File: config.mk
export PLATFORM = sky130hd
export DESIGN_NAME = icache_lookup_flat
export DESIGN_NICKNAME = d
export VERILOG_FILES = /design/src/hw/icache_pkg.sv /design/src/hw/ram_port_if.sv /design/src/hw/icache_lookup.sv /design/src/flat_wrapper.sv
export VERILOG_INCLUDE_DIRS = /design/src /design/src/hw
export SDC_FILE = /design/constraint.sdc
export NUM_CORES = 1
export LEC_CHECK = 0
export BUFFER_PORTS_ARGS = -buffer_cell sky130_fd_sc_hd__buf_2
export CAP_MARGIN = 10
export CORE_AREA = 2 2 135 137
export CTS_CLUSTER_DIAMETER = 120
export DETAILED_ROUTE_END_ITERATION = 6
export DIE_AREA = 0 0 137 139
export PLACE_DENSITY = 0.47
export REMOVE_ABC_BUFFERS = 1
export SYNTH_ARGS = -nofsm -noshare
export SYNTH_HDL_FRONTEND = slang
export SYNTH_SLANG_ARGS = --single-unit
File: constraint.sdc
create_clock -name clk -period 4.13 [get_ports clk]
set_input_delay 0 -clock clk [delete_from_list [all_inputs] [get_ports clk]]
set_output_delay 0 -clock clk [all_outputs]
set_load 0.03 [all_outputs]
File: src/hw/icache_defs.svh
// instruction cache geometry and address field macros
`ifndef ICACHE_DEFS_SVH
`define ICACHE_DEFS_SVH

// ==========================================================================
// geometry
// ==========================================================================
`define ICACHE_ADDR_WIDTH 32
`define ICACHE_WAY_NUM    2
// bytes per line
`define ICACHE_BLOCK_SIZE 16
`define ICACHE_SETS       16
`define ICACHE_WORDS      (`ICACHE_BLOCK_SIZE / 4)

`define ICACHE_OFS_WIDTH  4
`define ICACHE_IDX_WIDTH  4
`define ICACHE_TAG_WIDTH  (`ICACHE_ADDR_WIDTH - `ICACHE_IDX_WIDTH - `ICACHE_OFS_WIDTH)

// ==========================================================================
// address fields, argument must be a plain signal name
// ==========================================================================
`define ICACHE_IDX_OF(a)  a[`ICACHE_OFS_WIDTH +: `ICACHE_IDX_WIDTH]
`define ICACHE_TAG_OF(a)  a[`ICACHE_ADDR_WIDTH - 1 -: `ICACHE_TAG_WIDTH]
`define ICACHE_WORD_OF(a) a[`ICACHE_OFS_WIDTH - 1:2]
`define ICACHE_LINE_ALIGN(a) \
  {a[`ICACHE_ADDR_WIDTH - 1:`ICACHE_OFS_WIDTH], {`ICACHE_OFS_WIDTH{1'b0}}}

`endif

File: src/hw/icache_pkg.sv
// shared address, word, line, tag entry and refill state types
`include "icache_defs.svh"

package icache_pkg;

  // byte address, no translation
  typedef logic [`ICACHE_ADDR_WIDTH-1:0] addr_t;

  // one instruction
  typedef logic [31:0] word_t;

  // whole cache line, word 0 at the lowest address
  typedef word_t [`ICACHE_WORDS-1:0] line_t;

  typedef logic [`ICACHE_IDX_WIDTH-1:0] idx_t;

  typedef logic [$clog2(`ICACHE_WAY_NUM)-1:0] way_t;

  // valid bit and tag live in one memory word
  typedef struct packed {
    logic                         valid;
    logic [`ICACHE_TAG_WIDTH-1:0] tag;
  } tag_entry_t;

  // refill engine states
  typedef enum logic [1:0] {
    IDLE,
    REQ,
    FILL
  } refill_state_e;

endpackage

File: src/hw/ram_port_if.sv
// memory port bundle and refill handshake bundle
`timescale 1ns/1ps

// ==========================================================================
// one write port and one read port of a cache memory
// ==========================================================================
interface ram_port_if #(
  parameter type entry_t = logic
);
  import icache_pkg::*;

  logic   we;
  idx_t   waddr;
  entry_t wdata;
  idx_t   raddr;
  entry_t rdata;

  modport ctrl_mp (output we, output waddr, output wdata, output raddr, input rdata);
  modport ram_mp  (input we, input waddr, input wdata, input raddr, output rdata);
endinterface

// ==========================================================================
// lookup to refill engine
// ==========================================================================
interface refill_if;
  import icache_pkg::*;

  // level request accepted only while the engine is idle
  logic  start;
  addr_t line_addr;
  logic  busy;
  // one-cycle pulse that qualifies fill_line
  logic  fill_done;
  line_t fill_line;

  modport lookup_mp (output start, output line_addr,
                     input busy, input fill_done, input fill_line);
  modport refill_mp (input start, input line_addr,
                     output busy, output fill_done, output fill_line);
endinterface

File: src/hw/icache_lookup.sv
// two-stage lookup pipeline: tag match, PLRU, memory control, cache op, response
`timescale 1ns/1ps
`include "icache_defs.svh"

module icache_lookup (
  input  logic              clk,
  input  logic              rst_n,
  // fetch
  input  logic              req_valid_i,
  input  icache_pkg::addr_t req_addr_i,
  output logic              req_ready_o,
  output logic              rsp_valid_o,
  output icache_pkg::addr_t rsp_addr_o,
  output icache_pkg::word_t rsp_instr_o,
  input  logic              rsp_ready_i,
  // index invalidate
  input  logic              cacop_valid_i,
  input  icache_pkg::addr_t cacop_addr_i,
  output logic              cacop_ready_o,
  output logic              cacop_done_o,
  // memories and refill engine
  ram_port_if.ctrl_mp       tag0,
  ram_port_if.ctrl_mp       tag1,
  ram_port_if.ctrl_mp       data0,
  ram_port_if.ctrl_mp       data1,
  refill_if.lookup_mp       rf
);
  import icache_pkg::*;

  addr_t      s1_addr_q;
  logic       s1_fetch_q;
  logic       s1_cacop_q;
  logic       replay_q;
  way_t       plru_q [`ICACHE_SETS];

  logic       advance;
  idx_t       s1_idx;
  idx_t       rd_idx;
  tag_entry_t tag_rd [`ICACHE_WAY_NUM];
  line_t      line_rd [`ICACHE_WAY_NUM];
  logic [`ICACHE_WAY_NUM-1:0] match_oh;
  logic       hit;
  way_t       hit_way;
  line_t      hit_line;
  way_t       victim;
  way_t       cacop_way;
  tag_entry_t tag_wdata;
  logic [`ICACHE_WAY_NUM-1:0] tag_we;
  logic [`ICACHE_WAY_NUM-1:0] data_we;

  // ========================================================================
  // stage 0
  // ========================================================================
  // stage 1 moves on when empty, on a cache op, or when its hit is taken
  assign advance       = !s1_fetch_q || (rsp_valid_o && rsp_ready_i);
  assign cacop_ready_o = advance;
  // cache op wins over fetch
  assign req_ready_o   = advance && !cacop_valid_i;

  // held request keeps reading its own set
  always_comb begin
    if (!advance) begin
      rd_idx = `ICACHE_IDX_OF(s1_addr_q);
    end else if (cacop_valid_i) begin
      rd_idx = `ICACHE_IDX_OF(cacop_addr_i);
    end else begin
      rd_idx = `ICACHE_IDX_OF(req_addr_i);
    end
  end

  // ========================================================================
  // stage 1
  // ========================================================================
  always_ff @(posedge clk or negedge rst_n) begin
    if (!rst_n) begin
      s1_fetch_q <= 1'b0;
      s1_cacop_q <= 1'b0;
      replay_q   <= 1'b0;
    end else begin
      if (advance) begin
        s1_fetch_q <= req_valid_i && !cacop_valid_i;
        s1_cacop_q <= cacop_valid_i;
      end
      // one bubble so the new line is read back before the repeat
      replay_q <= rf.fill_done;
    end
  end

  always_ff @(posedge clk) begin
    if (advance) begin
      s1_addr_q <= cacop_valid_i ? cacop_addr_i : req_addr_i;
    end
  end

  assign s1_idx     = `ICACHE_IDX_OF(s1_addr_q);
  assign tag_rd[0]  = tag0.rdata;
  assign tag_rd[1]  = tag1.rdata;
  assign line_rd[0] = data0.rdata;
  assign line_rd[1] = data1.rdata;

  always_comb begin
    hit_way = '0;
    for (int i = 0; i < `ICACHE_WAY_NUM; i++) begin
      match_oh[i] = tag_rd[i].valid && (tag_rd[i].tag == `ICACHE_TAG_OF(s1_addr_q));
      if (match_oh[i]) begin
        hit_way = way_t'(i);
      end
    end
  end

  assign hit      = |match_oh;
  assign hit_line = line_rd[hit_way];

  assign rsp_valid_o  = s1_fetch_q && hit && !replay_q;
  assign rsp_addr_o   = s1_addr_q;
  assign rsp_instr_o  = hit_line[`ICACHE_WORD_OF(s1_addr_q)];
  assign cacop_done_o = s1_cacop_q;

  // pseudo-LRU, one bit per set pointing at the next victim
  always_ff @(posedge clk or negedge rst_n) begin
    if (!rst_n) begin
      for (int s = 0; s < `ICACHE_SETS; s++) begin
        plru_q[s] <= '0;
      end
    end else if (rsp_valid_o && rsp_ready_i) begin
      plru_q[s1_idx] <= ~hit_way;
    end
  end

  assign victim = plru_q[s1_idx];

  // ========================================================================
  // refill request and memory writes
  // ========================================================================
  assign rf.start     = s1_fetch_q && !hit && !replay_q && !rf.busy;
  assign rf.line_addr = `ICACHE_LINE_ALIGN(s1_addr_q);

  // low address bits of the cache op pick the way
  assign cacop_way = way_t'(s1_addr_q);

  always_comb begin
    tag_wdata.valid = !s1_cacop_q;
    tag_wdata.tag   = s1_cacop_q ? '0 : `ICACHE_TAG_OF(s1_addr_q);
    for (int i = 0; i < `ICACHE_WAY_NUM; i++) begin
      data_we[i] = rf.fill_done && (victim == way_t'(i));
      tag_we[i]  = data_we[i] || (s1_cacop_q && (cacop_way == way_t'(i)));
    end
  end

  assign tag0.we     = tag_we[0];
  assign tag0.waddr  = s1_idx;
  assign tag0.wdata  = tag_wdata;
  assign tag0.raddr  = rd_idx;
  assign tag1.we     = tag_we[1];
  assign tag1.waddr  = s1_idx;
  assign tag1.wdata  = tag_wdata;
  assign tag1.raddr  = rd_idx;

  assign data0.we    = data_we[0];
  assign data0.waddr = s1_idx;
  assign data0.wdata = rf.fill_line;
  assign data0.raddr = rd_idx;
  assign data1.we    = data_we[1];
  assign data1.waddr = s1_idx;
  assign data1.wdata = rf.fill_line;
  assign data1.raddr = rd_idx;

endmodule

File: src/flat_wrapper.sv
// flat-port wrapper written by rule: the top's interface ports become plain ports
module icache_lookup_flat import icache_pkg::*;
  (clk, rst_n, req_valid_i, req_addr_i, req_ready_o, rsp_valid_o, rsp_addr_o, rsp_instr_o, rsp_ready_i, cacop_valid_i, cacop_addr_i, cacop_ready_o, cacop_done_o, tag0_we, tag0_waddr, tag0_wdata, tag0_raddr, tag0_rdata, tag1_we, tag1_waddr, tag1_wdata, tag1_raddr, tag1_rdata, data0_we, data0_waddr, data0_wdata, data0_raddr, data0_rdata, data1_we, data1_waddr, data1_wdata, data1_raddr, data1_rdata, rf_start, rf_line_addr, rf_busy, rf_fill_done, rf_fill_line);
  ram_port_if tag0_i ();
  ram_port_if tag1_i ();
  ram_port_if data0_i ();
  ram_port_if data1_i ();
  refill_if rf_i ();
  input  logic clk;
  input  logic rst_n;
  input  logic req_valid_i;
  input  icache_pkg::addr_t req_addr_i;
  output logic req_ready_o;
  output logic rsp_valid_o;
  output icache_pkg::addr_t rsp_addr_o;
  output icache_pkg::word_t rsp_instr_o;
  input  logic rsp_ready_i;
  input  logic cacop_valid_i;
  input  icache_pkg::addr_t cacop_addr_i;
  output logic cacop_ready_o;
  output logic cacop_done_o;
  output wire logic [$bits(tag0_i.we)-1:0] tag0_we;
  output wire logic [$bits(tag0_i.waddr)-1:0] tag0_waddr;
  output wire logic [$bits(tag0_i.wdata)-1:0] tag0_wdata;
  output wire logic [$bits(tag0_i.raddr)-1:0] tag0_raddr;
  input wire logic [$bits(tag0_i.rdata)-1:0] tag0_rdata;
  output wire logic [$bits(tag1_i.we)-1:0] tag1_we;
  output wire logic [$bits(tag1_i.waddr)-1:0] tag1_waddr;
  output wire logic [$bits(tag1_i.wdata)-1:0] tag1_wdata;
  output wire logic [$bits(tag1_i.raddr)-1:0] tag1_raddr;
  input wire logic [$bits(tag1_i.rdata)-1:0] tag1_rdata;
  output wire logic [$bits(data0_i.we)-1:0] data0_we;
  output wire logic [$bits(data0_i.waddr)-1:0] data0_waddr;
  output wire logic [$bits(data0_i.wdata)-1:0] data0_wdata;
  output wire logic [$bits(data0_i.raddr)-1:0] data0_raddr;
  input wire logic [$bits(data0_i.rdata)-1:0] data0_rdata;
  output wire logic [$bits(data1_i.we)-1:0] data1_we;
  output wire logic [$bits(data1_i.waddr)-1:0] data1_waddr;
  output wire logic [$bits(data1_i.wdata)-1:0] data1_wdata;
  output wire logic [$bits(data1_i.raddr)-1:0] data1_raddr;
  input wire logic [$bits(data1_i.rdata)-1:0] data1_rdata;
  output wire logic [$bits(rf_i.start)-1:0] rf_start;
  output wire logic [$bits(rf_i.line_addr)-1:0] rf_line_addr;
  input wire logic [$bits(rf_i.busy)-1:0] rf_busy;
  input wire logic [$bits(rf_i.fill_done)-1:0] rf_fill_done;
  input wire logic [$bits(rf_i.fill_line)-1:0] rf_fill_line;
  assign tag0_we = tag0_i.we;
  assign tag0_waddr = tag0_i.waddr;
  assign tag0_wdata = tag0_i.wdata;
  assign tag0_raddr = tag0_i.raddr;
  assign tag0_i.rdata = tag0_rdata;
  assign tag1_we = tag1_i.we;
  assign tag1_waddr = tag1_i.waddr;
  assign tag1_wdata = tag1_i.wdata;
  assign tag1_raddr = tag1_i.raddr;
  assign tag1_i.rdata = tag1_rdata;
  assign data0_we = data0_i.we;
  assign data0_waddr = data0_i.waddr;
  assign data0_wdata = data0_i.wdata;
  assign data0_raddr = data0_i.raddr;
  assign data0_i.rdata = data0_rdata;
  assign data1_we = data1_i.we;
  assign data1_waddr = data1_i.waddr;
  assign data1_wdata = data1_i.wdata;
  assign data1_raddr = data1_i.raddr;
  assign data1_i.rdata = data1_rdata;
  assign rf_start = rf_i.start;
  assign rf_line_addr = rf_i.line_addr;
  assign rf_i.busy = rf_busy;
  assign rf_i.fill_done = rf_fill_done;
  assign rf_i.fill_line = rf_fill_line;
  icache_lookup u_core (.clk(clk), .rst_n(rst_n), .req_valid_i(req_valid_i), .req_addr_i(req_addr_i), .req_ready_o(req_ready_o), .rsp_valid_o(rsp_valid_o), .rsp_addr_o(rsp_addr_o), .rsp_instr_o(rsp_instr_o), .rsp_ready_i(rsp_ready_i), .cacop_valid_i(cacop_valid_i), .cacop_addr_i(cacop_addr_i), .cacop_ready_o(cacop_ready_o), .cacop_done_o(cacop_done_o), .tag0(tag0_i), .tag1(tag1_i), .data0(data0_i), .data1(data1_i), .rf(rf_i));
endmodule
==> results by group, run 1 <==
Clock network
  – Clk Latency, worst-skew pair: 280 ps
  – Clock buffer count from CTS: 5
  – Post-CTS setup buffer count: 0
  – Post-CTS sizing: 0
  – H-Tree Level Count: 2
  – Clk pin slew, worst setup/hold paths: around 60 ps
  – CTS tree: built
  – Root Buffer: clkbuf_16
  – Sink Count: 35
  – Post-CTS Hold Fix Bufs: 4
  – CTS Buffer Depth: 2

Logic synthesis
  – Synth Area in Compound Gates: less than 1%
  – Mapped Cells: 185
  – Netlist Area Pre-Place: roughly 2300 µm²
  – Number of synthesized flops with an enable pin: 32
  – Multiplexer share of the synthesized area: 18.5%
  – Average cell area after synthesis: 12.3 µm²
  – Ys flop type: edfxtp_1
  – Adder-Cell Fraction of Synth Area: 0%
  – Syn. warnings: 0
  – Main combinational cell family by area after synthesis: buffers and inverters
  – Synth Area in Simple Gates: 1.43%
  – Seq/Total Area, Yosys: about 45%
  – Synth Area in XOR/XNOR: 0%
  – Post-synth ARST share: ~8.6%
  – Post-synthesis cell type count: 18
  – Synth Register Bits: 35

STA
  – Fin Hold WS: about 0.18 ps
  – Final hold viol count: 0
  – F_max: around 470 MHz
  – Final period util: just over 50%
  – Fin. max-slew vios: 0
  – Setup TNS Final: 0 ps
  – Clk_skew: 4.48 ps
  – Slew of the pin with the lowest slew margin: roughly 860 ps
  – Final count of negative-setup-slack endpoints: 0
  – RSZ-0062 raised after global routing: false
  – Slew headroom: a little over two fifths
  – Minimum clock period: between 2000 and 2500 ps

Pwr
  – Comb pwr share: around 17%
  – Switching part of the total power: a little over a quarter
  – Switching pwr: about 250 µW
  – Static Leak: between 1 and 1.5 nW
  – Worst vdd ir: approximately 110 µV
  – Seq pwr share: 43.3%
  – Cell internal pwr: 670 µW
  – Clk pwr share: 40.1%
  – Pwr Density: 307 nW/µm²

GRT
  – Grt met2 use: ~10%
  – Antenna violations before repair: 0
  – Met3 usage: 2.81%
  – Vias in the first global route: about 1400
  – Largest net degree at the start of global routing: 35
  – First-pass GRT wire length: just over 8000 µm
  – Grt ovf: 0
  – Met1 GRT Util: under 10%
  – Grt peak-use layer: met2
  – GRT Util Overall: 6.03%

Cells and area
  – Ant. Diodes: 0
  – Most common cell after layout, fill and taps aside: buf_2
  – Post-layout nets: 507
  – Area grow syn2layout: 31.2%
  – Layout Cell Area excl Fill: roughly 3000 µm²
  – Non-Filler Instances: about 530
  – Share of layout cells above drive strength 1: between 70% and 80%
  – Most frequent cells in the layout: 172 x buf_2, 37 x conb_1, 32 x mux2_2, 32 x edfxtp_1, 5 x clkbuf_16
  – Core Util, Final: roughly 17%

Run
  – Max Cap Viol: 0

Setup path
  – Crit path max-delay cell type: clkinv_1
  – Worst EP arrival: ~2100 ps
  – Reg2Reg Launch Point: u_core.s1_fetch_q
  – Setup crit start kind: register
  – Worst path cell trace: clkinv_1 > buf_4 > nor3_1 > buf_2
  – Crit path capture type: output pin
  – Critical Path End: rf_start
  – Crit path largest cell delay: roughly 510 ps
  – Critical Path RT: approximately 4100 ps
  – Max Fanout on Critical Path: 22
  – Worst Setup SP: u_core.s1_fetch_q
  – Crit Path Class: reg2out
  – FF-to-FF End: u_core.rsp_addr_o[3]
  – FF-to-FF path depth: 2
  – R2R setup slack: 2460 ps

Hold path
  – HP Class: in2out

Floorplanning
  – Initial Utilization: between 10 and 15%
  – # rows: around 50
  – Core ar.: ~18000 µm²
  – Die ar.: around 19000 µm²
  – Io pins: between 300 and 400
  – Height of the die: ~140 µm
  – Die extent in x: 137 µm

Outcome
  – Status: completed

Route
  – Vias per std cell: about 3
  – 1st-iter DRT viols: 35
  – Antenna-violating nets left: 0
  – DR WL/cell: about 11 µm
  – DRC Markers: 0
  – DRT Pass-1 Iters: 4
  – Via count of the routed design: roughly 1600
  – Drt total wl: 5930 µm

Placed design
  – # placed instances: 522
  – IO buf count: 172
  – HPWL Detailed: between 4000 and 5000 µm
  – Routability Congestion: 0.668
  – Dpl cell area: approximately 2800 µm²
==> sequential cells by signal (all words and copies together) (netlist names) <==
signal	flops
u_core.cacop_done_o	1
u_core.s1_fetch_q	1
u_core.replay_q	1
u_core.rsp_addr_o	32
==> per-layer routing <==
layer	wire length, µm	vias to the layer above
met3	795	8
met2	2820	142
met5	0	-
li1	-	729
met1	2200	698
met4	116	0
==> cells by family after synthesis <==
logic type | Yosys count
AOI/OAI and AO/OA | 3
buffers and inverters | 104
DFF | 35
muxes | 36
other | 1
and+or+nand+nor | 6
==> worst max-delay path, delay by kind of cell, from the launching register on <==
family	cells	cell delay [ps]
buffers and inverters	3	1200
flip-flops	1	410
AND/OR/NAND/NOR	1	210
==> worst min path at each step <==
stage,cells past startpoint,slack (ps),endpoint,start
after detailed placement,1,-200,u_core.replay_q,rst_n
after global placement,1,-200,u_core.replay_q,rst_n
final,0,0.2,data1_wdata,rf_fill_line[0]
after CTS,0,0.4,data1_wdata,rf_fill_line[0]
after global routing,0,0.4,data1_wdata,rf_fill_line[0]
after floorplan,0,-300,u_core.cacop_done_o,rst_n
==> cell type report <==
cell class,count,area [µm²]
fill,1964,14700
sequential,35,1040
timing repair buffer,177,908
multi-input combinational,82,612
tap,229,287
clock buffer,6,129
inverter,3,11.3
clock inverter,2,7.51
==> synth_stat cells (2+ instances only) <==
cell      count  area, µm²
buf_4        97        728
inv_1         2       7.51
mux2_2       32        360
a21o_1        2       15.0
buf_2         3       15.0
edfxtp_1     32        961
mux2_4        4       60.1
dfrtp_1       3       75.1
==> stage by stage <==
step | total power [mW] | setup slack (ps)
global placement | 0.553 | 2280
floorplan | 0.497 | 1840
detailed placement | 0.555 | 2240
finish | 0.917 | 2020
global route | 0.963 | 1850
CTS | 0.944 | 1910
==> power by group through the flow <==
stage          registers, mW  logic [mW]  clock network, mW
3_5_place_dp           0.404       0.151                  0
3_3_place_gp           0.404       0.149                  0
2_1_floorplan          0.408      0.0890                  0
4_1_cts                0.397       0.155              0.392
6_report               0.397       0.152              0.368
5_1_grt                0.397       0.164              0.403
Note: power is estimated with default switching activity, not from simulation.
==> inputs of run 2 (changes only) <==
--- a/config.mk
+++ b/config.mk
@@ -6,13 +6,14 @@
 export SDC_FILE = /design/constraint.sdc
 export NUM_CORES = 1
 export LEC_CHECK = 0
+export ABC_AREA = 1
 export BUFFER_PORTS_ARGS = -buffer_cell sky130_fd_sc_hd__buf_2
 export CAP_MARGIN = 10
-export CORE_AREA = 2 2 135 137
+export CORE_AREA = 2 2 134 136
 export CTS_CLUSTER_DIAMETER = 120
 export DETAILED_ROUTE_END_ITERATION = 6
-export DIE_AREA = 0 0 137 139
-export PLACE_DENSITY = 0.47
+export DIE_AREA = 0 0 136 138
+export PLACE_DENSITY = 0.48
 export REMOVE_ABC_BUFFERS = 1
 export SYNTH_ARGS = -nofsm -noshare
 export SYNTH_HDL_FRONTEND = slang
==> constraint.sdc (replaced) <==
create_clock -name clk -period 2.2 [get_ports clk]
set_input_delay 0 -clock clk [delete_from_list [all_inputs] [get_ports clk]]
set_output_delay 0 -clock clk [all_outputs]
set_load 0.03 [all_outputs]
==> run 2 against run 1 <==
  * Sequential share of layout area down 5.1 points
  * Highest routed layer unchanged
  * Clock skew up 5.2 ps
  * Critical endpoint is now data1_raddr[3]
  * Synthesized cell count up 46%
  * Setup slack worse by 1600 ps
  * Critical path type unchanged
  * Total power up 100%
  * Die area down 1.4%
  * Cell area up 17%
  * Sequential power up 85%
  * Synthesized area up 3.3%
==> results by group, run 2 <==
Setup path
  – Crit path largest cell delay: 480 ps (was 510 ps)
  – Setup crit start kind: register (unchanged)
  – Worst path cell trace: inv_2 > nand3_1 > nand2_1 > buf_2 (was clkinv_1 > buf_4 > nor3_1 > buf_2)
  – Worst EP arrival: 1730 ps (was 2110 ps)
  – Max Fanout on Critical Path: 16 (was 22)
  – Crit path max-delay cell type: dfrtp_1 (was clkinv_1)
  – Top delay family on crit path: buffers and inverters (unchanged)
  – Crit Path Class: reg2out (unchanged)
  – Buf+Inv Stages, Crit Path: 2 (was 3)
  – Crit path capture type: output pin (unchanged)
  – Critical Path RT: 2200 ps (was 4130 ps)

Floorplanning
  – # rows: 49 (unchanged)
  – Core ar.: 17500 µm² (was 17700 µm²)
  – Die ar.: 18800 µm² (was 19000 µm²)
  – Height of the die: 138 µm (was 139 µm)
  – Initial Utilization: 13.4% (was 12.9%)
  – Die extent in x: 136 µm (was 137 µm)
  – Io pins: 344 (unchanged)

Route
  – DRT Pass-1 Iters: 4 (unchanged)
  – Via count of the routed design: 2100 (was 1577)
  – 1st-iter DRT viols: 83 (was 35)
  – DR WL/cell: 11.0 µm (was 11.1 µm)
  – Drt total wl: 7240 µm (was 5930 µm)
  – Vias per std cell: 3.19 (was 2.95)
  – Antenna-violating nets left: 0 (unchanged)
  – DRC Markers: 0 (unchanged)

Cells and area
  – Ant. Diodes: 0 (unchanged)
  – Reg area: 1040 µm² (unchanged)
  – Layout Cell Area excl Fill: 3500 µm² (was 2990 µm²)
  – Share of layout cells above drive strength 1: 43.3% (was 70.2%)
  – Largest register FFs: 32 (unchanged)
  – Post-layout nets: 632 (was 507)
  – Most frequent cells in the layout: 172 x buf_2, 102 x nand2_1, 46 x dlygate4sd3_1, 37 x conb_1, 32 x edfxtp_1 (was 172 x buf_2, 37 x conb_1, 32 x mux2_2, 32 x edfxtp_1, 5 x clkbuf_16)
  – Most common cell after layout, fill and taps aside: buf_2 (unchanged)
  – Area grow syn2layout: 48.7% (was 31.2%)
  – Fill count: 1988 (was 1964)
  – Area occupied by multi-input gates: 613 µm² (was 612 µm²)

Placed design
  – Setup slack at placement: 709 ps (was 2240 ps)
  – IO buf count: 172 (unchanged)
  – Routability Congestion: 0.687 (was 0.668)
  – Dpl cell area: 2880 µm² (was 2810 µm²)
  – HPWL Detailed: 5390 µm (was 4740 µm)

STA
  – Final hold viol count: 0 (unchanged)
  – Final count of negative-setup-slack endpoints: 0 (unchanged)
  – Fin. max-slew vios: 0 (unchanged)
  – F_max: 578 MHz
  – Setup ws final: 471 ps (was 2020 ps)
  – Minimum clock period: approximately 1700 ps
  – RSZ-0062 raised after global routing: false (unchanged)
  – Final period util: about four fifths
  – Fin Hold WS: 0.128 ps (was 0.182 ps)
  – Clk_skew: 9.72 ps (was 4.48 ps)

Hold path
  – HP Class: in2out (unchanged)

Logic synthesis
  – Area contributors post-synth: edfxtp_1 41%, buf_4 32%, nand2_1 16%, dfrtp_1 3.2%, inv_1 1.8% (was edfxtp_1 42%, buf_4 32%, mux2_2 16%, dfrtp_1 3.3%, mux2_4 2.6%)
  – Largest area contributor in the netlist: edfxtp_1 (unchanged)
  – Post-synthesis cell type count: 19 (was 18)
  – Average cell area after synthesis: 8.72 µm² (was 12.3 µm²)
  – Synth Register Bits: 35 (unchanged)
  – Ys flop type: edfxtp_1 (unchanged)
  – Mapped Cells: 270 (was 185)
  – Netlist Area Pre-Place: 2350 µm² (was 2280 µm²)
  – Number of synthesized flops with an enable pin: 32 (unchanged)
  – Top cells by count, synth: 102 x nand2_1, 99 x buf_4, 32 x edfxtp_1 (was 97 x buf_4, 32 x edfxtp_1, 32 x mux2_2)
  – Seq/Total Area, Yosys: 44.0% (was 45.5%)
  – Post-synth ARST share: 8.57% (unchanged)
  – Most common cell in the netlist: nand2_1 (was buf_4)
  – Yosys top cell area share: 40.8% (was 42.2%)
  – Syn. warnings: 0 (unchanged)

Pwr
  – Static Leak: 1.82 nW (was 1.41 nW)
  – Worst vdd ir: 221 µV (was 110 µV)
  – Comb pwr share: 17.1% (was 16.6%)
  – Pwr Density: 537 nW/µm² (was 307 nW/µm²)
  – Seq pwr share: 39.0% (was 43.3%)
  – Switching pwr: 480 µW (was 247 µW)
  – Switching part of the total power: 25.5% (was 26.9%)
  – Final Power: 1.88 mW (was 917 µW)
  – Cell internal pwr: 1.40 mW (was 670 µW)
  – Clk pwr share: 43.9% (was 40.1%)

Clock network
  – CTS tree: built (unchanged)
  – Post-CTS Hold Fix Bufs: 46 (was 4)
  – Clk Latency, worst-skew pair: 290 ps (was 280 ps)
  – Clk pin slew, worst setup/hold paths: 50 ps (was 60 ps)
  – Post-CTS sizing: 0 (unchanged)
  – Root Buffer: clkbuf_16 (unchanged)
  – Post-CTS setup buffer count: 0 (unchanged)
  – Clock buffer count from CTS: 5 (unchanged)
  – Sink Count: 35 (unchanged)
  – CTS Buffer Depth: 2 (unchanged)
  – H-Tree Level Count: 2 (unchanged)

Outcome
  – Status: completed (unchanged)

GRT
  – Vias in the first global route: 1845 (was 1420)
  – GRT Util Overall: 7.38% (was 6.03%)
  – Antenna violations before repair: 0 (unchanged)
  – Largest net degree at the start of global routing: 34 (was 35)
  – Grt ovf: 0 (unchanged)
  – First-pass GRT wire length: 10000 µm (was 8170 µm)

Run
  – Max Cap Viol: 0 (unchanged)
## run 2: cell types whose count changed after synthesis, sizes merged, moves of 2 or more
cell,previous run,this run
nand2,1,103
mux2,36,0
inv,2,13
nand3,0,4
and2,1,4
buf,101,104
a21o,2,0
## run 2: area by class of cell
type                            count  area share (%)
Clock buffer                        5            3.57
Clock inverter                      3            1.11
Inverter                           13            1.54
Multi-Input combinational cell    154            17.5
Sequential cell                    35            29.6
Tap cell                          229            8.18
Timing Repair Buffer              220            38.5
## run 2: cell families (layout without fill, tap and decap cells)
group / count (synthesis) / after routing / share of synthesized area, %
compound gates: 2 / 2 / 0.531
buf+inv: 117 / 241 / 35.7
flops: 35 / 35 / 44.0
other cells: 1 / 37 / 0.159
simple gates: 115 / 115 / 19.6
## run 2: worst reg2reg max path: stages (launching register included)
cell	delay (ps)
dfrtp_1	480
inv_2	380
buf_12	250
## run 2: path summary, 6_finish.rpt
check | startpoint | to | slack [ps] | cells past startpoint
max | u_core.s1_fetch_q | data1_raddr[3] | 470 | 4
min | rf_fill_line[0] | data1_wdata | 0.1 | 0
max reg2reg | u_core.s1_fetch_q | u_core.rsp_addr_o[16] | 780 | 2
min reg2reg | u_core.cacop_done_o | u_core.cacop_done_o | 590 | 2
max in group asynchronous | rst_n | u_core.s1_fetch_q | 2040 | 2
min in group asynchronous | rst_n | u_core.replay_q | 60 | 2
## run 2: power by group through the flow
stage	Sequential [mW]	Combinational, mW	Clock (mW)
after floorplan	0.750	0.145	0
after global placement	0.748	0.247	0
after detailed placement	0.748	0.247	0
after CTS	0.733	0.323	0.875
after global routing	0.733	0.351	0.889
final	0.734	0.321	0.825
## run 2: per-stage QoR
| stage | util, % | setup TNS (ps) | instances |
|---|---|---|---|
| final | 20.0 | 0 | 659 |
| after global routing | 20.0 | 0 | 659 |
| after CTS | 20.0 | 0 | 659 |
| after detailed placement | 16.4 | 0 | 605 |
| after global placement | 16.4 | 0 | 605 |
| after floorplan | - | -2300 | 202 |
## run 2: layer usage
layer | routed length [µm] | up-vias | track usage, %
met5 | 0 | - | 0
met3 | 815 | 7 | 2.38
met2 | 3350 | 153 | 12.8
met1 | 2950 | 921 | 8.16
li1 | - | 1019 | -
met4 | 127 | 0 | 3.18
